[src/rtl/dsp_types_pkg.sv]
`default_nettype none

package dsp_types_pkg;

	localparam int data_width = 16;
	localparam int n_blocks = 256;
	localparam int n_channels = 16;

	// Q15 samples
	localparam int frac_bits = 15;

	// Full product plus headroom for the gain shift and the added term
	localparam int full_width = 2 * data_width + 8;

	typedef logic signed [data_width - 1 : 0] sample_t;
	typedef logic signed [full_width - 1 : 0] full_t;
	typedef logic [$clog2(n_blocks) - 1 : 0] block_addr_t;
	typedef logic [$clog2(n_channels) - 1 : 0] chan_addr_t;

	// Clamp range before the Q15 result is taken from bits 30..15
	localparam full_t sat_max = (full_t'(1) <<< (2 * data_width - 2)) - 1;
	localparam full_t sat_min = -(full_t'(1) <<< (2 * data_width - 2));

endpackage

`default_nettype wire
[src/rtl/channel_file.sv]
`timescale 1ns/1ps
`default_nettype none

module channel_file (
	input wire clk,
	input wire reset,

	input wire frame_start,
	input wire dsp_types_pkg::sample_t sample_in,
	output dsp_types_pkg::sample_t sample_out,

	input wire dsp_types_pkg::chan_addr_t rd_addr_a,
	input wire dsp_types_pkg::chan_addr_t rd_addr_b,
	input wire dsp_types_pkg::chan_addr_t rd_addr_c,
	output dsp_types_pkg::sample_t rd_a,
	output dsp_types_pkg::sample_t rd_b,
	output dsp_types_pkg::sample_t rd_c,

	input wire write_enable,
	input wire dsp_types_pkg::chan_addr_t write_addr,
	input wire dsp_types_pkg::sample_t write_value
);
	import dsp_types_pkg::*;

	sample_t channels [n_channels];

	always_ff @(posedge clk) begin
		if (reset) begin
			for (int i = 0; i < n_channels; i++)
				channels[i] <= '0;
			sample_out <= '0;
		end else begin
			// Channel 0 is the sample port
			if (frame_start) begin
				sample_out <= channels[0];
				channels[0] <= sample_in;
			end

			if (write_enable)
				channels[write_addr] <= write_value;
		end
	end

	// Writes of earlier blocks land before the next block reads
	always_ff @(posedge clk) begin
		rd_a <= channels[rd_addr_a];
		rd_b <= channels[rd_addr_b];
		rd_c <= channels[rd_addr_c];
	end

endmodule

`default_nettype wire

[config.mk]
export PLATFORM = sky130hd
export DESIGN_NAME = channel_file
export DESIGN_NICKNAME = d
export VERILOG_FILES = /design/src/rtl/dsp_types_pkg.sv /design/src/rtl/channel_file.sv
export SDC_FILE = /design/constraint.sdc
export NUM_CORES = 1
export LEC_CHECK = 0
export BUFFER_PORTS_ARGS = -buffer_cell sky130_fd_sc_hd__buf_2
export CAP_MARGIN = 5
export CORE_ASPECT_RATIO = 1.75
export CORE_UTILIZATION = 55
export DETAILED_ROUTE_END_ITERATION = 8
export PLACE_DENSITY_LB_ADDON = 0.2
export SLEW_MARGIN = 20
export SYNTH_ARGS = -nofsm -noshare
export SYNTH_HDL_FRONTEND = slang
export SYNTH_SLANG_ARGS = --single-unit
export TNS_END_PERCENT = 10
[constraint.sdc]
create_clock -name clk -period 3.3 [get_ports clk]
set_input_delay 0.33 -clock clk [delete_from_list [all_inputs] [get_ports clk]]
set_output_delay 0.33 -clock clk [all_outputs]
set_load 0.02 [all_outputs]
==> flow_summary.ini <==
[floorplan]
io_pins = 116
die-area_sq_mm = 0.03172
row_count = 84
core_sq_mm = 0.03027
fp.dieH_um = 234.9
die_w_um = 135.1
start_util_pct = 56.30

[clock_tree]
clkSlewWorstSetupHoldPaths_ps = 70
cts_max_level = 1
cts_inserted_buffers = 30
cts_tree = yes
cts_root_buf = clkbuf_16
post_cts_resized = 0
cts_hold_buffers = 0
clock_latency_ps = 570
max-clock-path-buffers = 3
cts_setup_buffers = 0
clock-sinks = 320

[yosys]
synth_xor_area_share_pct = 0
yosysSeqAreaShare_pct = 52.62
synth_area_sq_mm = 0.01704
netlist.area_leader.share_pct = 45.11
synthMuxAreaShare_pct = 26.31
synth_top_family_by_area = multiplexers
synth_ff_type = edfxtp_1
synth_warnings = 0
synth-seq-cells = 320
synth.avg_cell_area_sq_um = 14.96
synthAdderAreaFrac_pct = 0
syn_nets = 1191
async_reset_ff_share_pct = 0
synthTopCellsByArea = edfxtp_1, mux4_2, and2_1
synth_cell_types = 28
synthSimpleGateAreaFrac_pct = 13.08
synth_top_area_cell = edfxtp_1
synth_edf_count = 256
synth-compound-area-share_pct = 4.699
syn_inst = 1139

[timing]
fin_crit_ps = 1920
layout_setup_ws_ps = 1380
setup_violations = 0
worst_pin_slew_ps = 1019
fin_crit_sh_pct = 58.19
finalHoldViolations = 0
hold_slack_ps = 91.96
slew_violations = 0
rsz0062_at_grt = no
final.setup_skew_ps = 11.32
tns_ps = 0
slew_headroom_pct = 32.04
fmax_mhz = 520.8

[finish]
seqCellArea_sq_mm = 0.008969
fin_cells = 1630
fin_area_sq_mm = 0.01889
area_growth_pct = 10.84
multi_input_area_sq_mm = 0.007513
fillCellCount = 2253
final_net_count = 1270
drive_gt1_share_pct = 33.25

[worst_setup_path]
regToRegStartpoint = channels[0][0]$_DFFE_PP_
crit_chain = buf_4 > buf_4 > mux4_2 > a22oi_1 > nand2_1
setup.worst_path.end_class = register
start_kind = input pin
cp.arrival_ps = 2360
reg2reg_slack_ps = 1520
r2r_cells = 3
critPathKind = in -> reg
timing.rr.end = rd_c[0]$_DFF_P_
critPathMaxFanout = 27
cp_slowest_cell = mux4_2
setup.worst_path.start = rd_addr_c[0]
cp.required_ps = 3740
crit_path_frequent_cell = buf_4
worst_path_largest_cell_delay_ps = 540

[global_routing]
grt_max_degree = 65
grt_pass1_vias = 11190
overflow = 0
grt_util_all_layers_pct = 32.61
grt_antenna_before_repair = 0
grt_pass1_wl_um = 72840

[route]
ant_nets = 0
post_drt_wl_per_cell_um = 30.57
vias = 10950
firstDrtPassIters = 5
routed_wl_um = 49830
vias_per_cell = 6.720
drtIter0Drc = 1232
drc = 0

[place]
placed_cells = 1573
pre_cts_ws_ps = 802.6
gp_congestion = 0.9486
port_buffers = 115
placed_area_sq_mm = 0.01795
dp_hpwl_um = 31890

[min_path]
hp-class = in -> reg
min_from = sample_in[6]
whs_path_depth = 3
holdPathEnd = channels[0][6]$_DFFE_PP_

[power_and_ir_drop]
p_leak_nw = 6.846
power_density_mw_per_mm2 = 509.7
ir_drop_mv = 0.4029

[run_status]
status = complete, no violations

[flow_run]
cap_violations = 0
[cells in the final DEF (no fill, tap or decap), types with 29 or more instances in the layout]
cell type	Yosys	final
clkbuf_16	0	31
and2_1	243	243
nand2_1	65	65
buf_2	14	112
nor2_1	29	29
buf_4	13	38
edfxtp_1	256	256
a22oi_1	96	96
dfxtp_1	64	64
mux4_2	192	192
[worst max-delay path, delay by kind of cell]
kind	cells	cell delay [ps]
simple gates	1	100
buf+inv	2	850
compound gates	1	510
mux	1	540
[power by group]
part           internal (mW)  switching [mW]  total (mW)
Clock                   1.84            1.53        3.37
Combinational          0.624           0.796        1.42
Sequential              4.65           0.186        4.84
Total                   7.12            2.51        9.63
[registers in the layout, indices dropped and copies added (netlist names)]
signal / count
rd_c: 16
channels: 256
rd_a: 16
sample_out: 16
rd_b: 16
[logic make-up (layout without fill, tap and decap cells)]
family / count (synthesis) / after routing
buffers and inverters: 110 / 213
AOI/OAI and AO/OA: 112 / 112
other: 0 / 1
muxes: 208 / 208
DFF: 320 / 320
and+or+nand+nor: 389 / 389
[per-stage QoR]
step           util (%)  power [mW]
4_1_cts           62.40       9.620
5_1_grt           62.40       9.863
3_3_place_gp      59.31       6.290
6_report          62.40       9.627
2_1_floorplan         -       5.796
3_5_place_dp      59.31       6.326
[how the worst max path moves through the flow]
stage | endpoint | slack [ps] | cells past startpoint
after global routing | channels[0][3]$_DFFE_PP_ | 1330 | 5
final | rd_c[13]$_DFF_P_ | 1380 | 5
after CTS | rd_c[13]$_DFF_P_ | 1390 | 5
after detailed placement | rd_c[13]$_DFF_P_ | 800 | 5
after global placement | rd_c[13]$_DFF_P_ | 810 | 5
after floorplan | channels[0][0]$_DFFE_PP_ | 1370 | 6
[cell usage after synthesis (2+ instances only)]
cell type,n
a22oi_1,96
buf_6,10
nor2_1,29
nor3_2,3
buf_4,13
nand3_1,16
nand2_1,65
clkbuf_1,55
buf_2,14
nor2b_1,7
or2_2,15
clkbuf_2,5
mux4_2,192
o21ai_0,16
nand2b_1,2
buf_1,13
mux2i_1,16
nand4bb_1,2
dfxtp_1,64
and2_1,243
edfxtp_1,256
[final cells by class]
cell class | instances | area share (%)
tap | 387 | 2.563
antenna | 1 | 0.01325
timing repair buffer | 157 | 5.220
clock buffer | 41 | 4.411
sequential | 320 | 47.48
clock inverter | 15 | 0.5365
multi-input combinational | 709 | 39.78
[per-layer routing]
metal / up-vias / track usage (%) / routed length [um] / part of all wire, %
met5: - / 0 / 0 / 0
met4: 0 / 17.81 / 2900 / 5.8
met3: 130 / 3.711 / 3962 / 8.0
met2: 623 / 56.22 / 26170 / 53
met1: 5611 / 39.72 / 16790 / 34
li1: 4589 / - / - / -
No activity file was read; power rests on OpenSTA's default activity.
