===== src/rtl/dsp_types_pkg.sv =====
`default_nettype none

package dsp_types_pkg;

	localparam int data_width = 16;
	localparam int n_blocks = 256;
	localparam int n_channels = 16;

	// Q15 samples
	localparam int frac_bits = 15;

	// Full product plus headroom for the gain shift and the added term
	localparam int full_width = 2 * data_width + 8;

	typedef logic signed [data_width - 1 : 0] sample_t;
	typedef logic signed [full_width - 1 : 0] full_t;
	typedef logic [$clog2(n_blocks) - 1 : 0] block_addr_t;
	typedef logic [$clog2(n_channels) - 1 : 0] chan_addr_t;

	// Clamp range before the Q15 result is taken from bits 30..15
	localparam full_t sat_max = (full_t'(1) <<< (2 * data_width - 2)) - 1;
	localparam full_t sat_min = -(full_t'(1) <<< (2 * data_width - 2));

endpackage

`default_nettype wire

===== src/rtl/dsp_isa_pkg.sv =====
`default_nettype none

package dsp_isa_pkg;

	typedef logic [31 : 0] instr_t;
	typedef logic [1 : 0] shift_t;

	localparam int chan_field_w = $bits(dsp_types_pkg::chan_addr_t);
	localparam int shift_field_w = $bits(shift_t);

	// Field positions in the instruction word
	localparam int src_a_lsb = 0;
	localparam int src_b_lsb = 4;
	localparam int src_c_lsb = 8;
	localparam int dest_lsb = 12;
	localparam int shift_lsb = 16;
	localparam int b_from_reg_bit = 18;
	localparam int c_from_reg_bit = 19;
	localparam int active_bit = 20;

	function automatic dsp_types_pkg::chan_addr_t instr_src_a(instr_t w);
		return w[src_a_lsb +: chan_field_w];
	endfunction

	function automatic dsp_types_pkg::chan_addr_t instr_src_b(instr_t w);
		return w[src_b_lsb +: chan_field_w];
	endfunction

	function automatic dsp_types_pkg::chan_addr_t instr_src_c(instr_t w);
		return w[src_c_lsb +: chan_field_w];
	endfunction

	function automatic dsp_types_pkg::chan_addr_t instr_dest(instr_t w);
		return w[dest_lsb +: chan_field_w];
	endfunction

	function automatic shift_t instr_shift(instr_t w);
		return w[shift_lsb +: shift_field_w];
	endfunction

	function automatic logic instr_b_from_reg(instr_t w);
		return w[b_from_reg_bit];
	endfunction

	function automatic logic instr_c_from_reg(instr_t w);
		return w[c_from_reg_bit];
	endfunction

	// Clear means the block is a no-op
	function automatic logic instr_active(instr_t w);
		return w[active_bit];
	endfunction

endpackage

`default_nettype wire


===== src/rtl/madd_unit.sv =====
`timescale 1ns/1ps
`default_nettype none

module madd_unit (
	input wire clk,
	input wire reset,

	input wire issue,
	input wire dsp_isa_pkg::instr_t instr,
	input wire dsp_types_pkg::sample_t reg0,
	input wire dsp_types_pkg::sample_t reg1,

	output dsp_types_pkg::chan_addr_t rd_addr_a,
	output dsp_types_pkg::chan_addr_t rd_addr_b,
	output dsp_types_pkg::chan_addr_t rd_addr_c,
	input wire dsp_types_pkg::sample_t rd_a,
	input wire dsp_types_pkg::sample_t rd_b,
	input wire dsp_types_pkg::sample_t rd_c,

	output logic write_enable,
	output dsp_types_pkg::chan_addr_t write_addr,
	output dsp_types_pkg::sample_t write_value,
	output logic done
);
	import dsp_types_pkg::*;
	import dsp_isa_pkg::*;

	logic pending;
	logic active_q;
	logic b_from_reg_q;
	logic c_from_reg_q;
	shift_t shift_q;
	chan_addr_t dest_q;
	sample_t reg0_q;
	sample_t reg1_q;

	sample_t op_b;
	sample_t op_c;
	full_t prod;
	full_t c_ext;
	full_t sum;
	full_t sat;

	assign rd_addr_a = instr_src_a(instr);
	assign rd_addr_b = instr_src_b(instr);
	assign rd_addr_c = instr_src_c(instr);

	always_ff @(posedge clk) begin
		if (reset)
			pending <= 1'b0;
		else
			pending <= issue;
	end

	// Fields held while the channel reads complete
	always_ff @(posedge clk) begin
		if (issue) begin
			active_q <= instr_active(instr);
			b_from_reg_q <= instr_b_from_reg(instr);
			c_from_reg_q <= instr_c_from_reg(instr);
			shift_q <= instr_shift(instr);
			dest_q <= instr_dest(instr);
			reg0_q <= reg0;
			reg1_q <= reg1;
		end
	end

	assign op_b = b_from_reg_q ? reg0_q : rd_b;
	assign op_c = c_from_reg_q ? reg1_q : rd_c;

	// Operands sign extend to the full width before the multiply
	assign prod = rd_a * op_b;
	assign c_ext = op_c;
	assign sum = (prod <<< shift_q) + (c_ext <<< frac_bits);

	always_comb begin
		if (sum > sat_max)
			sat = sat_max;
		else if (sum < sat_min)
			sat = sat_min;
		else
			sat = sum;
	end

	always_ff @(posedge clk) begin
		if (reset) begin
			write_enable <= 1'b0;
			done <= 1'b0;
		end else begin
			write_enable <= pending && active_q;
			done <= pending;
		end
	end

	always_ff @(posedge clk) begin
		if (pending) begin
			write_addr <= dest_q;
			write_value <= sat[frac_bits + data_width - 1 : frac_bits];
		end
	end

endmodule

`default_nettype wire


===== config.mk =====
export PLATFORM = sky130hd
export DESIGN_NAME = madd_unit
export DESIGN_NICKNAME = d
export VERILOG_FILES = /design/src/rtl/dsp_types_pkg.sv /design/src/rtl/dsp_isa_pkg.sv /design/src/rtl/madd_unit.sv
export SDC_FILE = /design/constraint.sdc
export NUM_CORES = 1
export LEC_CHECK = 0
export BUFFER_PORTS_ARGS = -buffer_cell sky130_fd_sc_hd__buf_2
export CORE_AREA = 4 4 191 146
export DETAILED_ROUTE_END_ITERATION = 8
export DIE_AREA = 0 0 195 150
export PLACE_DENSITY_LB_ADDON = 0.2
export SYNTH_ARGS = -nofsm -noshare
export SYNTH_HDL_FRONTEND = slang
export SYNTH_SLANG_ARGS = --single-unit

===== constraint.sdc =====
create_clock -name clk -period 9.6 [get_ports clk]
set_clock_uncertainty 0.05 [all_clocks]
set_input_delay 0.96 -clock clk [delete_from_list [all_inputs] [get_ports clk]]
set_output_delay 0.96 -clock clk [all_outputs]
set_load 0.02 [all_outputs]

==> results <==
- After clock tree synthesis, the flow added hold-fix buffers numbering 0.
- Of the synthesized area, sequential elements account for 0.132.
- The data arrival time of the worst path is 9.35 ns.
- In the routed layout, each cell is associated on average with a via count of 5.31.
- For this run, the top clock speed supported by timing is around 110 MHz.
- By instance count, the cell type seen most on the critical path is sky130_fd_sc_hd__fa_1.
- The half-perimeter wire length after placement is 29,700 um.
- The post-route DRC violation count is 0.
- The number of antenna diodes in the final layout is 0.
- Setup repair after global routing could not meet its margin everywhere.
- The tool flagged a number of max-cap violations equal to 0.
- In the finished design, the share of the clock period the worst path needs comes to 0.963.
- The worst-path cell with the longest stage delay is sky130_fd_sc_hd__fa_1.
- The share of flip-flops with an asynchronous set or reset is 0.
- STA classifies the critical path endpoint as a flop.
- The area of the die is a little under 30,000 um^2.
- The via count of the first global-routing pass is ~12,000.
- The signed area change from the synthesized netlist to the final layout is 16.3%.
- During I/O placement, the number of pins put on the boundary was about 150.
- The library cell used most frequently in the layout, excluding fill and tap cells, is sky130_fd_sc_hd__inv_1.
- For this run, the leading register cell type out of synthesis is sky130_fd_sc_hd__edfxtp_1.
- After clock tree synthesis, the clock-pin slew on the worst setup and hold paths is 0.06 ns.
- The clock period minus worst slack is 9.24 ns.
- The initial utilization of the core area, before any placement, comes to 0.555.
- After floorplanning, the core was sized to cover 25,900 um^2.
- A synthesized cell averages 9.56 um^2.
- The instance count of the mapped netlist is 1,504.
- The number of nets in the synthesized netlist is 1,988.
- The maximum number of buffers from clock root to sink is 2.
- The class of the tightest hold or removal check is flop to flop.
- Measured along the x axis, the die boundary spans 195 um.
- The number of buffer and inverter stages on the critical path is 9.
- Along the worst path, the maximum fanout reaches 16.
- The final setup violation count is 0.
- The transition at the pin with the smallest max-transition slack is 1.07 ns.
- In this run the remaining antenna-violating nets after routing total 0.
- The number of buffers created by CTS is 9.
- Buffers placed on the I/O ports in this run total 113.
- The routed length per placed instance is 16.9 um.
- The cell type group with the largest total delay on the critical path is adder cells.
- The count of placed standard cells in the final layout, fillers left out is 2,065.
- The initial antenna violation count is 0.
- STA classifies the critical path startpoint as a primary input.
- TritonCTS built the clock tree.
- The number of clock sinks is 64.
- On the worst path, the slowest cell contributes a delay of 0.56 ns.
- The first TritonRoute pass finished after 5 iterations.
- Counting flops with a built-in enable in the synthesized netlist gives between 60 and 70.
- The total length of routed wires is 34,900 um.
- The H-tree was split into 3 levels.
- The top cell types in the final layout, fill and taps aside, are 343 x sky130_fd_sc_hd__inv_1, 261 x sky130_fd_sc_hd__fa_1, 142 x sky130_fd_sc_hd__buf_4.
- The routed via count is 11,000.
- The run finished with clean final reports.
- The global-route usage over all layers is 0.250.
- The utilization of the core after routing is 0.645.
- In this run, distinct cell masters in the synthesized netlist total 79.
- The number of DRC markers after the initial detailed-route iteration is 561.
- After global routing the overflow that remains totals 0.
- The final max-slew violation count is 0.
- The fraction of layout cells with a size suffix above 1 is 0.204.
- The net total in the final layout is 2,200.
- Measured against its own limit, the worst slew margin works out to 0.289.
- The die span in y is around 150 um.
- The first-pass GRT wire length is 58,900 um.
- In this run the core area contains 51 standard-cell rows.
- The insertion delay to the later sink of the worst-skew pair is 0.34 ns.
- The count of synthesis-stage warnings from yosys is 0.
- The tree is rooted in a sky130_fd_sc_hd__clkbuf_16.
- The final number of hold-violating endpoints is 0.
- The critical path data required time is a little under 10 ns.
- The mapped netlist covers ~14,000 um^2.
- In this run, synthesis produced a sequential element count of between 60 and 70.
- Once placement completed, the tool counted placed cells totaling 2,047.
- Entering global routing, the biggest net connects 43 pins.
- Routability-driven placement finished with a final weighted congestion of 0.903.
- The worst setup path is of the primary input to flop kind.
timing repair:
action	4_1_cts	5_1_grt
resized for setup	0	22
endpoints found under the setup margin	0	15
buffers inserted	0	2
synthesized netlist by cell type, types with 3 or more instances:
cell,n,share of area
sky130_fd_sc_hd__o21bai_1,4,0.0021
sky130_fd_sc_hd__xor2_1,15,0.0091
sky130_fd_sc_hd__a21o_1,16,0.0084
sky130_fd_sc_hd__nor2b_1,87,0.038
sky130_fd_sc_hd__nand3_1,16,0.0056
sky130_fd_sc_hd__nand2_1,135,0.035
sky130_fd_sc_hd__ha_1,106,0.092
sky130_fd_sc_hd__a31oi_1,7,0.0030
sky130_fd_sc_hd__and3_1,8,0.0035
sky130_fd_sc_hd__a21oi_1,36,0.013
sky130_fd_sc_hd__xnor2_1,23,0.014
sky130_fd_sc_hd__and2_1,48,0.021
sky130_fd_sc_hd__nand2b_1,19,0.0083
sky130_fd_sc_hd__mux4_2,7,0.011
sky130_fd_sc_hd__nor3_1,16,0.0056
sky130_fd_sc_hd__mux2i_1,19,0.013
sky130_fd_sc_hd__o21a_1,8,0.0042
sky130_fd_sc_hd__mux2_2,26,0.020
sky130_fd_sc_hd__or3_4,3,0.0023
sky130_fd_sc_hd__a211oi_1,3,0.0016
sky130_fd_sc_hd__o21ai_0,28,0.0097
sky130_fd_sc_hd__dfxtp_1,3,0.0042
sky130_fd_sc_hd__o22ai_1,15,0.0065
sky130_fd_sc_hd__a211o_1,3,0.0018
sky130_fd_sc_hd__o31ai_1,3,0.0016
sky130_fd_sc_hd__a22oi_1,3,0.0016
sky130_fd_sc_hd__o221ai_1,4,0.0024
sky130_fd_sc_hd__inv_1,344,0.090
sky130_fd_sc_hd__nor2_1,49,0.013
sky130_fd_sc_hd__clkbuf_1,43,0.011
sky130_fd_sc_hd__fa_1,263,0.37
sky130_fd_sc_hd__nand4_1,5,0.0022
sky130_fd_sc_hd__edfxtp_1,61,0.13
sky130_fd_sc_hd__buf_4,14,0.0073
sky130_fd_sc_hd__o2111ai_1,3,0.0018
sky130_fd_sc_hd__or3_1,3,0.0013
sky130_fd_sc_hd__or2_2,3,0.0013
sky130_fd_sc_hd__o211ai_1,5,0.0026
final timing paths:
kind | cells past startpoint | end | from | slack [ns]
hold reg to reg | 0 | write_addr[2] | dest_q[2] | 0.37
hold / removal | 0 | write_addr[2] | dest_q[2] | 0.37
setup / recovery | 33 | write_value[6] | rd_b[3] | 0.36
setup reg to reg | 33 | write_value[6] | b_from_reg_q | 0.40
logic make-up (layout without fill, tap and decap cells):
logic type	after synthesis	after routing	share of synthesized area
adders and majority gates	369	369	0.458
buffers and inverters	408	625	0.111
AOI/OAI and AO/OA	172	172	0.0884
and+or+nand+nor	400	400	0.141
DFF	64	64	0.132
xor gates and xnor gates	38	38	0.0231
muxes	53	53	0.0464
area by class of cell:
class	count	area, um^2
clock buffers	10	229
clock inverters	6	109
fillers	2200	9190
inverters	346	1300
multi-input cells	1032	11000
flip-flops and latches	64	1890
well taps	344	430
repair buffers	263	1790
per-layer routing:
metal | vias to the layer above | track usage | wire length (um)
met5 | - | 0 | 0
met4 | 0 | 0.0443 | 588
met3 | 51 | 0.0272 | 1600
met2 | 266 | 0.429 | 17100
met1 | 5516 | 0.352 | 15600
li1 | 5137 | - | -
per-stage QoR:
stage | cell area (um^2) | TNS, ns | setup slack (ns) | hold slack, ns
after global routing | 16700 | -0.0156 | -0.0156 | 0.390
after detailed placement | 16300 | -1.78 | -0.131 | 0.355
final | 16700 | 0 | 0.360 | 0.366
after floorplan | 14400 | 0 | 0.0197 | 0.350
after CTS | 16600 | 0 | 0.171 | 0.367
after global placement | 16300 | -0.336 | -0.0525 | 0.352
state kept, by name, summed over array words and instances (netlist names):
signal,flops
write_addr,4
reg0_q,16
active_q,1
shift_q,2
c_from_reg_q,1
pending,1
done,1
reg1_q,16
dest_q,4
write_value,16
b_from_reg_q,1
write_enable,1
Power is left out: the tool's default activity adds up to more than one toggle a clock period on the data nets, which glitch-free logic cannot reach.
