### src/rtl/dsp_types_pkg.sv
`default_nettype none

package dsp_types_pkg;

	localparam int data_width = 16;
	localparam int n_blocks = 256;
	localparam int n_channels = 16;

	// Q15 samples
	localparam int frac_bits = 15;

	// Full product plus headroom for the gain shift and the added term
	localparam int full_width = 2 * data_width + 8;

	typedef logic signed [data_width - 1 : 0] sample_t;
	typedef logic signed [full_width - 1 : 0] full_t;
	typedef logic [$clog2(n_blocks) - 1 : 0] block_addr_t;
	typedef logic [$clog2(n_channels) - 1 : 0] chan_addr_t;

	// Clamp range before the Q15 result is taken from bits 30..15
	localparam full_t sat_max = (full_t'(1) <<< (2 * data_width - 2)) - 1;
	localparam full_t sat_min = -(full_t'(1) <<< (2 * data_width - 2));

endpackage

`default_nettype wire
### src/rtl/block_sequencer.sv
`timescale 1ns/1ps
`default_nettype none

module block_sequencer (
	input wire clk,
	input wire reset,

	input wire tick,
	input wire dsp_types_pkg::block_addr_t last_block,
	input wire program_loaded,
	input wire done,

	output dsp_types_pkg::block_addr_t block_addr,
	output logic issue,
	output logic frame_start,
	output logic busy
);

	typedef enum logic [1 : 0] {
		idle,
		fetch,
		execute,
		wait_done
	} state_t;

	state_t state;

	// One block per 4 cycles of address, instruction, operands and writeback
	always_ff @(posedge clk) begin
		if (reset) begin
			state <= idle;
			block_addr <= '0;
			frame_start <= 1'b0;
		end else begin
			frame_start <= 1'b0;

			case (state)
				idle: begin
					// Sample exchange happens even with no program
					if (tick) begin
						frame_start <= 1'b1;
						block_addr <= '0;
						if (program_loaded)
							state <= fetch;
					end
				end

				fetch: begin
					state <= execute;
				end

				execute: begin
					state <= wait_done;
				end

				wait_done: begin
					if (done) begin
						if (block_addr == last_block) begin
							state <= idle;
						end else begin
							block_addr <= block_addr + 1'b1;
							state <= fetch;
						end
					end
				end

				default: begin
					state <= idle;
				end
			endcase
		end
	end

	// Instruction and block registers are valid in execute
	assign issue = (state == execute);

	// Ticks arriving while busy are dropped
	assign busy = (state != idle);

endmodule

`default_nettype wire

### config.mk
export PLATFORM = sky130hd
export DESIGN_NAME = block_sequencer
export DESIGN_NICKNAME = d
export VERILOG_FILES = /design/src/rtl/dsp_types_pkg.sv /design/src/rtl/block_sequencer.sv
export SDC_FILE = /design/constraint.sdc
export NUM_CORES = 1
export LEC_CHECK = 0
export BUFFER_PORTS_ARGS = -buffer_cell sky130_fd_sc_hd__buf_2
export CAP_MARGIN = 20
export CORE_MARGIN = 1.5
export CORE_UTILIZATION = 30
export DETAILED_ROUTE_END_ITERATION = 8
export RECOVER_POWER = 100
export SETUP_SLACK_MARGIN = 0.05
export SLEW_MARGIN = 20
export SYNTH_ARGS = -nofsm -noshare
export SYNTH_HDL_FRONTEND = slang
export SYNTH_SLANG_ARGS = --single-unit
### constraint.sdc
create_clock -name clk -period 1.85 [get_ports clk]
set_clock_uncertainty 0.15 [all_clocks]
set_input_delay 0.2775 -clock clk [delete_from_list [all_inputs] [get_ports clk]]
set_output_delay 0.2775 -clock clk [all_outputs]
set_load 0.005 [all_outputs]
==> flow_metrics.tcl, run 1 <==
set metrics [dict create \
    cp.required_ns 1.91 \
    r2r_start "state[0]" \
    diodes 0 \
    dr.first_iter.drc_count 17 \
    die_y_um 51.29 \
    yosysUniqueCellTypes 26 \
    yosysWarnings 0 \
    cts_root_buffer "clkbuf_4" \
    rr_endpoint "block_addr[6]" \
    synth_top_area_share_pct 31.48 \
    cp-start-kind "flip-flop" \
    insertion_delay_ns 0.29 \
    crit_arrival_ns 1.80 \
    antenna_left 0 \
    hp-class "in2reg" \
    grt_pass1_vias 724 \
    gr-total-overflow 0 \
    grt_first_pass_wirelength_um 3153 \
    syn_inst 86 \
    io_pins 24 \
    die-area_mm2 0.002630 \
    finalSetupViolations 0 \
    yosys-top-cells-count "nand3_1, dfxtp_1, a21oi_1, xor2_1, inv_1" \
    gp_congestion 0.8324 \
    period_needed_ns 1.744 \
    clkSinkCount 11 \
    slew_headroom_pct 77.94 \
    ys_seq_area_share_pct 31.48 \
    synthArstFlopShare_pct 0 \
    yosysMostFrequentCell "nand3_1" \
    drive_gt1_share_pct 37.98 \
    clk_path_buf_depth 2 \
    wl_per_cell_um 12.98 \
    tritoncts "yes" \
    hpwl_um 1421 \
    core_mm2 0.002212 \
    power_density_mw_per_mm2 551.6 \
    critPathLaunch "state[0]" \
    ys_seq_elements 11 \
    syn_nets 103 \
    htree_levels 1 \
    max-cap-violations 0 \
    peakVddDrop_uv 386.8 \
    synth_area_um2 699.4 \
    avgSynthCellArea_um2 8.133 \
    vias_per_cell 5.325 \
    grt_setup_unrepaired "true" \
    nets 147 \
    crit_path_end "block_addr[6]" \
    vias 836 \
    slew_viol_final 0 \
    synthFlopType "dfxtp_1" \
    finalHoldViolCount 0 \
    wirelength_um 2038 \
    cp_max_fo 7 \
    track_usage_pct 16.38 \
    synth_edf_count 0 \
    port_buffers 23 \
    cts_buffers 3 \
    synthTopCellsByArea "dfxtp_1, xor2_1, nand3_1" \
    drt_pass1_iterations 4 \
    critPathCaptureType "flip-flop" \
    initial_core_util_pct 31.62 \
    grt_start_max_net_pins 13 \
    path_class "reg2reg" \
    clk_pin_slew_ns 0.09 \
    antenna_found_initial 0 \
    die_x_um 51.29 \
    cellLeakagePower_uw 0.0004521 \
    synth_top_area_cell "dfxtp_1" \
    instances_no_fill 157 \
    r2r_setup_slack_ns 0.11 \
    timing.fmax_ghz 0.5734 \
    rows 17 \
    post-route-util_pct 45.98 \
    drcViolationCount 0 \
    dp_cells 147 \
    reg2reg_depth 7 \
    area_delta_synth_final_pct 45.44 \
    outcome "finished clean" \
    min_period_over_period_pct 94.27 \
    tightest_slew_ns 0.3300 \
]
worst max-delay path: stages, from the launching register on:
cell and delay [ns]:
dfxtp_2 0.37, inv_2 0.06, ha_4 0.15, inv_2 0.05, o211ai_1 0.13, a21o_2 0.26
or3_1 0.37, a31oi_1 0.12
through the flow:
step	TNS, ns	hold slack, ns	instance area (um^2)	total power, uW	worst slack (ns)
CTS	0	0.1154	973.4	532.4	0.05988
global route	0	0.1217	1017	590.3	0.003220
global placement	-0.02790	0.3533	927.1	355.3	-0.01647
finish	0	0.1189	1017	561.1	0.1060
floorplan	0	0.2277	701.9	312.0	0.06586
detailed placement	-0.03987	0.3513	927.1	356.6	-0.02355
layout by cell type (no fill, tap or decap), types with 2 or more instances in the layout:
cell type	n
a211oi_1	2
a21oi_1	9
a31oi_1	2
and3_1	2
buf_2	22
buf_4	12
clkbuf_1	7
clkbuf_4	3
dfxtp_1	9
ha_1	2
ha_4	2
inv_1	3
inv_2	3
nand2_1	4
nand3_1	12
nand3b_1	2
nor2_1	4
nor4_2	2
o211ai_1	4
or3_1	3
xor2_1	8
registers in the layout, summed over array words and instances (netlist names):
register	cells
block_addr	8
frame_start	1
state	2
per-layer routing:
| layer | global-route usage, % | part of all wire [%] | routed length, um |
|---|---|---|---|
| met1 | 20.11 | 45 | 915 |
| met2 | 26.41 | 47 | 965 |
| met4 | 6.579 | 1.2 | 25 |
| met5 | 0 | 0 | 0 |
| met3 | 5.263 | 6.4 | 131 |
final cells by class:
type | count | area (um^2)
fill | 248 | 1195
multi-input combinational | 67 | 480.5
timing repair buffer | 41 | 226.5
sequential | 11 | 225.2
tap | 28 | 35.03
clock buffer | 3 | 22.52
inverter | 6 | 22.52
clock inverter | 1 | 5.005
where the power goes:
part | switching (uW) | leakage [uW] | internal, uW
Clock | 97.3 | 0.0000177 | 80.4
Combinational | 70.7 | 0.000344 | 62.1
Sequential | 6.19 | 0.0000902 | 245
Total | 174 | 0.000452 | 387
worst min path at each step:
stage | startpoint | end | depth (start not counted)
after floorplan | reset | block_addr[0] | 1
after global placement | state[0] | state[0] | 1
after detailed placement | state[0] | state[0] | 1
after CTS | tick | frame_start | 3
after global routing | tick | frame_start | 3
final | tick | frame_start | 3
timing repair:
| item | in CTS | in global routing |
|---|---|---|
| resized for setup | 3 | 8 |
| hold buffers | 0 | 0 |
| endpoints found under the setup margin | 3 | 6 |
| setup buffers | 2 | 4 |
| pin swaps | 1 | 5 |
cell families (layout without fill, tap and decap cells):
group / Yosys count / after routing / synth area share (%)
xor gates and xnor gates: 8 / 8 / 10.02
AOI/OAI and AO/OA: 21 / 21 / 18.78
DFF: 11 / 11 / 31.48
adders and majority gates: 4 / 4 / 7.156
buffers and inverters: 8 / 51 / 5.366
muxes: 1 / 1 / 1.431
and+or+nand+nor: 33 / 33 / 25.76
Note: power is estimated with default switching activity, not from simulation.
==> inputs of run 2 (changes only) <==
--- a/config.mk
+++ b/config.mk
@@ -5,6 +5,7 @@
 export SDC_FILE = /design/constraint.sdc
 export NUM_CORES = 1
 export LEC_CHECK = 0
+export ABC_AREA = 1
 export BUFFER_PORTS_ARGS = -buffer_cell sky130_fd_sc_hd__buf_2
 export CAP_MARGIN = 20
 export CORE_MARGIN = 1.5
==> flow_metrics.tcl, run 2 <==
set metrics [dict create \
    hpwl_um 1355 \
    core_mm2 0.002477 \
    outcome "finished clean" \
    grt_start_max_net_pins 11 \
    postCtsSetupRepairBufs 0 \
    syn_nets 135 \
    crit_arrival_ns 1.74 \
    gr-total-overflow 0 \
    setup_tns_ns 0 \
    cts_root_buffer "clkbuf_4" \
    period_needed_ns 1.688 \
    final_cell_mix "nand2_1, inv_1, buf_2" \
    port_buffers 23 \
    grt_setup_unrepaired "false" \
    wirelength_um 1820 \
    power_density_mw_per_mm2 866.2 \
    area_delta_synth_final_pct 22.65 \
    yosysUniqueCellTypes 19 \
    synth_top_area_cell "dfxtp_1" \
    syn_inst 118 \
    largest-register "block_addr" \
    placed_cell_area_um2 940.9 \
    tightest_slew_ns 0.2291 \
    nets 164 \
    cp_max_fo 5 \
    die_y_um 54.14 \
    avgSynthCellArea_um2 6.648 \
    insertion_delay_ns 0.27 \
    antenna_found_initial 0 \
    reg_top3 "block_addr x8, state x2, frame_start x1" \
    slew_headroom_pct 84.70 \
    drt_pass1_iterations 4 \
    die-area_mm2 0.002931 \
    drcViolationCount 0 \
    synthFlopType "dfxtp_1" \
    largest_register_ffs 8 \
    slew_viol_final 0 \
    diodes 0 \
    clkSinkCount 11 \
    cts_buffers 3 \
    initial_core_util_pct 31.67 \
    fill_cells 295 \
    clk_pin_slew_ns 0.08 \
    io_pins 24 \
    drive_gt1_share_pct 22.60 \
    min_period_over_period_pct 91.23 \
    gp_congestion 0.7861 \
    timing.fmax_ghz 0.5925 \
    clk_path_buf_depth 2 \
    synth_edf_count 0 \
    dr.max_layer_used "met4" \
    cp.required_ns 1.90 \
    tritoncts "yes" \
    yosys-top-cells-count "nand2_1, inv_1, dfxtp_1, nand3_1" \
    vias_per_cell 4.563 \
    finalSetupViolations 0 \
    ys_seq_elements 11 \
    peakVddDrop_uv 535.4 \
    hp-class "in2reg" \
    yosysWarnings 0 \
    wl_met3_um 103 \
    die_x_um 54.14 \
    drt-met1-wl_um 836 \
    ys_seq_area_share_pct 28.07 \
    cp-start-kind "flip-flop" \
    grt_first_pass_wirelength_um 2918 \
    antenna_left 0 \
    finalHoldViolCount 0 \
    max-cap-violations 0 \
    dr.first_iter.drc_count 17 \
    final_area_um2 962.2 \
    wl_per_cell_um 10.34 \
    yosysMostFrequentCell "nand2_1" \
    rows 18 \
    final_common_cell "nand2_1" \
    synthTopCellsByArea "dfxtp_1, nand2_1, inv_1" \
    critPathCaptureType "flip-flop" \
    path_class "reg2reg" \
    vias 803 \
    htree_levels 1 \
    wl_met2_um 843 \
    synthArstFlopShare_pct 0 \
    track_usage_pct 14.12 \
    cellLeakagePower_uw 0.0004366 \
    synth_top_area_share_pct 28.07 \
    synth_area_um2 784.5 \
    grt_pass1_vias 646 \
]
==> run 2: cell count changes after synthesis, moves of 3 or more <==
cell,change
a21oi_2,+4
nor3_1,+3
a21oi_1,-3
o211ai_1,-4
xnor2_1,+5
nand2_1,+30
or3_1,-3
nand2_2,+5
inv_1,+13
xor2_1,-6
nand3_1,-3
==> run 2: area by class of cell <==
class	instances	area (um^2)	share of cell area, %
Inverter	20	75.07	7.802
Timing Repair Buffer	24	110.1	11.44
Tap cell	30	37.54	3.901
Multi-Input combinational cell	87	493.0	51.24
Clock buffer	4	26.28	2.731
Sequential cell	11	220.2	22.89
==> run 2: worst max-delay path, stage by stage (launching register included) <==
cell and delay, ns:
dfxtp_1 0.38, inv_1 0.08, ha_1 0.24, nand2_1 0.08, o21ai_0 0.07, inv_1 0.17, nand3_4 0.14, nand2_4 0.12
nand2_2 0.05, a21oi_1 0.12
==> run 2: metrics by stage <==
step | setup slack [ns] | cells | utilization [%] | power, uW | hold WS (ns)
2_1_floorplan | 0.3258 | 118 | - | 548.8 | 0.2605
3_3_place_gp | 0.1294 | 171 | 37.98 | 643.0 | 0.3363
3_5_place_dp | 0.1231 | 171 | 37.98 | 658.8 | 0.3501
4_1_cts | 0.09922 | 175 | 39.04 | 830.2 | 0.1001
5_1_grt | 0.03573 | 176 | 38.84 | 911.8 | 0.1207
6_report | 0.1623 | 176 | 38.84 | 833.5 | 0.1098
==> run 2: path summary, 6_finish.rpt <==
path / from / to / slack (ns) / cells past startpoint
worst min-delay path: tick / frame_start / 0.11 / 3
worst min register to register: state[0] / state[0] / 0.36 / 2
worst max register to register: state[0] / block_addr[4] / 0.16 / 9
worst max-delay path: state[0] / block_addr[4] / 0.16 / 9
==> run 2: where the power goes <==
group | internal, uW | switching, uW | total, uW
clock network | 83.5 | 86.4 | 170
registers | 267 | 26.4 | 293
logic | 130 | 240 | 370
total | 480 | 353 | 833
==> run 2: routing by layer <==
| layer | vias up | track usage [%] |
|---|---|---|
| li1 | 426 | - |
| met1 | 355 | 18.29 |
| met5 | - | 0 |
| met4 | 0 | 3.750 |
| met2 | 18 | 21.69 |
| met3 | 4 | 5.556 |
==> run 2: what timing repair did <==
| item | in CTS | in global routing |
|---|---|---|
| gates resized for setup | 0 | 4 |
| hold buffers | 0 | 0 |
| setup endpoints to repair | 0 | 8 |
==> run 2: cell families (layout without fill, tap and decap cells) <==
group	count (synthesis)	in the layout	synth area share, %
AO/OA/AOI/OAI	14	14	11.32
XOR/XNOR	7	7	7.815
adder cells (fa/ha/maj)	4	4	6.380
buffers and inverters	21	48	10.05
flip-flops	11	11	28.07
AND/OR/NAND/NOR	61	62	36.36
==> inputs of run 3 (changes only) <==
--- a/config.mk
+++ b/config.mk
@@ -8,9 +8,13 @@
 export ABC_AREA = 1
 export BUFFER_PORTS_ARGS = -buffer_cell sky130_fd_sc_hd__buf_2
 export CAP_MARGIN = 20
+export CELL_PAD_IN_SITES_DETAIL_PLACEMENT = 0
+export CELL_PAD_IN_SITES_GLOBAL_PLACEMENT = 1
+export CORE_ASPECT_RATIO = 1.4
 export CORE_MARGIN = 1.5
 export CORE_UTILIZATION = 30
 export DETAILED_ROUTE_END_ITERATION = 8
+export PLACE_DENSITY_LB_ADDON = 0.1
 export RECOVER_POWER = 100
 export SETUP_SLACK_MARGIN = 0.05
 export SLEW_MARGIN = 20
==> flow_metrics.tcl, run 3 (synthesized netlist as in run 2, its figures left out) <==
set metrics [dict create \
    outcome "finished clean" \
    track_usage_pct 14.62 \
    final_common_cell "nand2_1" \
    antenna_found_initial 0 \
    clkSinkCount 11 \
    gr-total-overflow 0 \
    crit_buf_inv 1 \
    drive_gt1_share_pct 24.83 \
    initial_core_util_pct 32.10 \
    reg2reg_depth 6 \
    peakVddDrop_uv 452.5 \
    drcViolationCount 0 \
    grt_busiest_layer "met2" \
    die_y_um 63.51 \
    cts_buffers 3 \
    io_pins 24 \
    insertion_delay_ns 0.28 \
    r2r_start "state[0]" \
    cellLeakagePower_uw 0.0004650 \
    gp_congestion 0.7596 \
    reg_top3 "block_addr x8, state x2, frame_start x1" \
    grt_start_max_net_pins 11 \
    cp-start-kind "flip-flop" \
    nets 167 \
    drt_pass1_iterations 4 \
    rows 21 \
    largest_register_ffs 8 \
    critPathLaunch "state[0]" \
    finalSetupViolations 0 \
    port_buffers 23 \
    met3_usage_pct 2.579 \
    hp-class "in2reg" \
    path_class "reg2reg" \
    crit_path_end "block_addr[4]" \
    power_density_mw_per_mm2 838.8 \
    tritoncts "yes" \
    finalHoldViolCount 0 \
    crit_chain "ha_1 -> inv_1 -> nand3_1 -> nand2_4 -> nand2_1 -> a21oi_2" \
    clk_pin_slew_ns 0.07 \
    diodes 0 \
    final_cell_mix "nand2_1, buf_2, inv_1" \
    slew_viol_final 0 \
    grt_pass1_vias 772 \
    grt_setup_unrepaired "true" \
    core_mm2 0.002444 \
    placed_cell_area_um2 975.9 \
    vias 790 \
    die_x_um 46.22 \
    r2r_setup_slack_ns 0.15 \
    min_period_over_period_pct 91.67 \
    met1_usage_pct 17.05 \
    final_area_um2 980.9 \
    critPathCaptureType "flip-flop" \
    antenna_left 0 \
    crit_arrival_ns 1.76 \
    cp.required_ns 1.92 \
    rr_endpoint "block_addr[4]" \
    wirelength_um 1838 \
    largest-register "block_addr" \
    worstSetupPathDepth 6 \
    vias_per_cell 4.317 \
    htree_levels 1 \
    dr.first_iter.drc_count 22 \
    period_needed_ns 1.696 \
    slew_headroom_pct 74.60 \
    setup_tns_ns 0 \
    max-cap-violations 0 \
    postCtsSetupRepairBufs 0 \
    grt_first_pass_wirelength_um 3174 \
    cts_root_buffer "clkbuf_4" \
    timing.fmax_ghz 0.5897 \
    wl_per_cell_um 10.04 \
    crit_family "simple AND/OR/NAND/NOR gates" \
    area_delta_synth_final_pct 25.04 \
    die-area_mm2 0.002935 \
    use_met2_pct 24.65 \
    hpwl_um 1514 \
    crit_slowest_cell "dfxtp_2" \
    tightest_slew_ns 0.3800 \
    cp_max_fo 8 \
    fill_cells 277 \
    slowest_delay_ns 0.34 \
    clk_path_buf_depth 2 \
]
[run 3: layout make-up]
cell class | count | area (um^2) | area share (%)
clock buffers | 4 | 26.28 | 2.679
well taps | 34 | 42.54 | 4.337
repair buffers | 28 | 135.1 | 13.78
inverters | 20 | 75.07 | 7.653
multi-input cells | 86 | 480.5 | 48.98
flip-flops and latches | 11 | 221.5 | 22.58
[run 3: worst min-delay path by stage]
stage          startpoint          end  slack (ns)  cells after the start
3_5_place_dp     state[0]     state[0]        0.35                      2
5_1_grt              tick  frame_start        0.13                      3
3_3_place_gp     state[0]     state[0]        0.35                      2
6_report             tick  frame_start        0.10                      3
2_1_floorplan        tick  frame_start        0.26                      2
4_1_cts              tick  frame_start        0.09                      3
[run 3: timing repair]
action | in CTS | in global routing
hold buffers | 0 | 0
resized for setup | 0 | 2
endpoints found under the setup margin | 0 | 9
[run 3: worst register-to-register path: stages (launching register included)]
cell,delay (ns)
dfxtp_2,0.34
ha_1,0.25
inv_1,0.17
nand3_1,0.31
nand2_4,0.22
nand2_1,0.08
a21oi_2,0.12
[run 3: per-layer routing]
metal / wire length, um / share of wire (%) / up-vias
met5: 0 / 0 / -
met4: 34 / 1.8 / 0
met3: 50 / 2.7 / 5
met2: 954 / 52 / 19
met1: 798 / 43 / 338
li1: - / - / 428
[run 3: per-stage QoR]
step / cells / utilization (%) / hold slack [ns] / power (uW) / setup WS, ns
floorplan: 118 / - / 0.2605 / 548.8 / 0.3258
global placement: 179 / 39.94 / 0.3516 / 660.4 / 0.1780
detailed placement: 179 / 39.94 / 0.3474 / 660.8 / 0.1697
CTS: 183 / 41.01 / 0.09073 / 835.9 / 0.1522
global route: 183 / 40.14 / 0.1266 / 896.1 / 0.005738
finish: 183 / 40.14 / 0.1041 / 822.8 / 0.1542
[run 3: power by group]
part | leakage (uW) | total, uW | switching [uW] | internal, uW
logic | 0.000360 | 356 | 228 | 129
registers | 0.0000896 | 295 | 25.6 | 269
clock network | 0.0000150 | 171 | 87.7 | 83.7
total | 0.000465 | 823 | 341 | 482
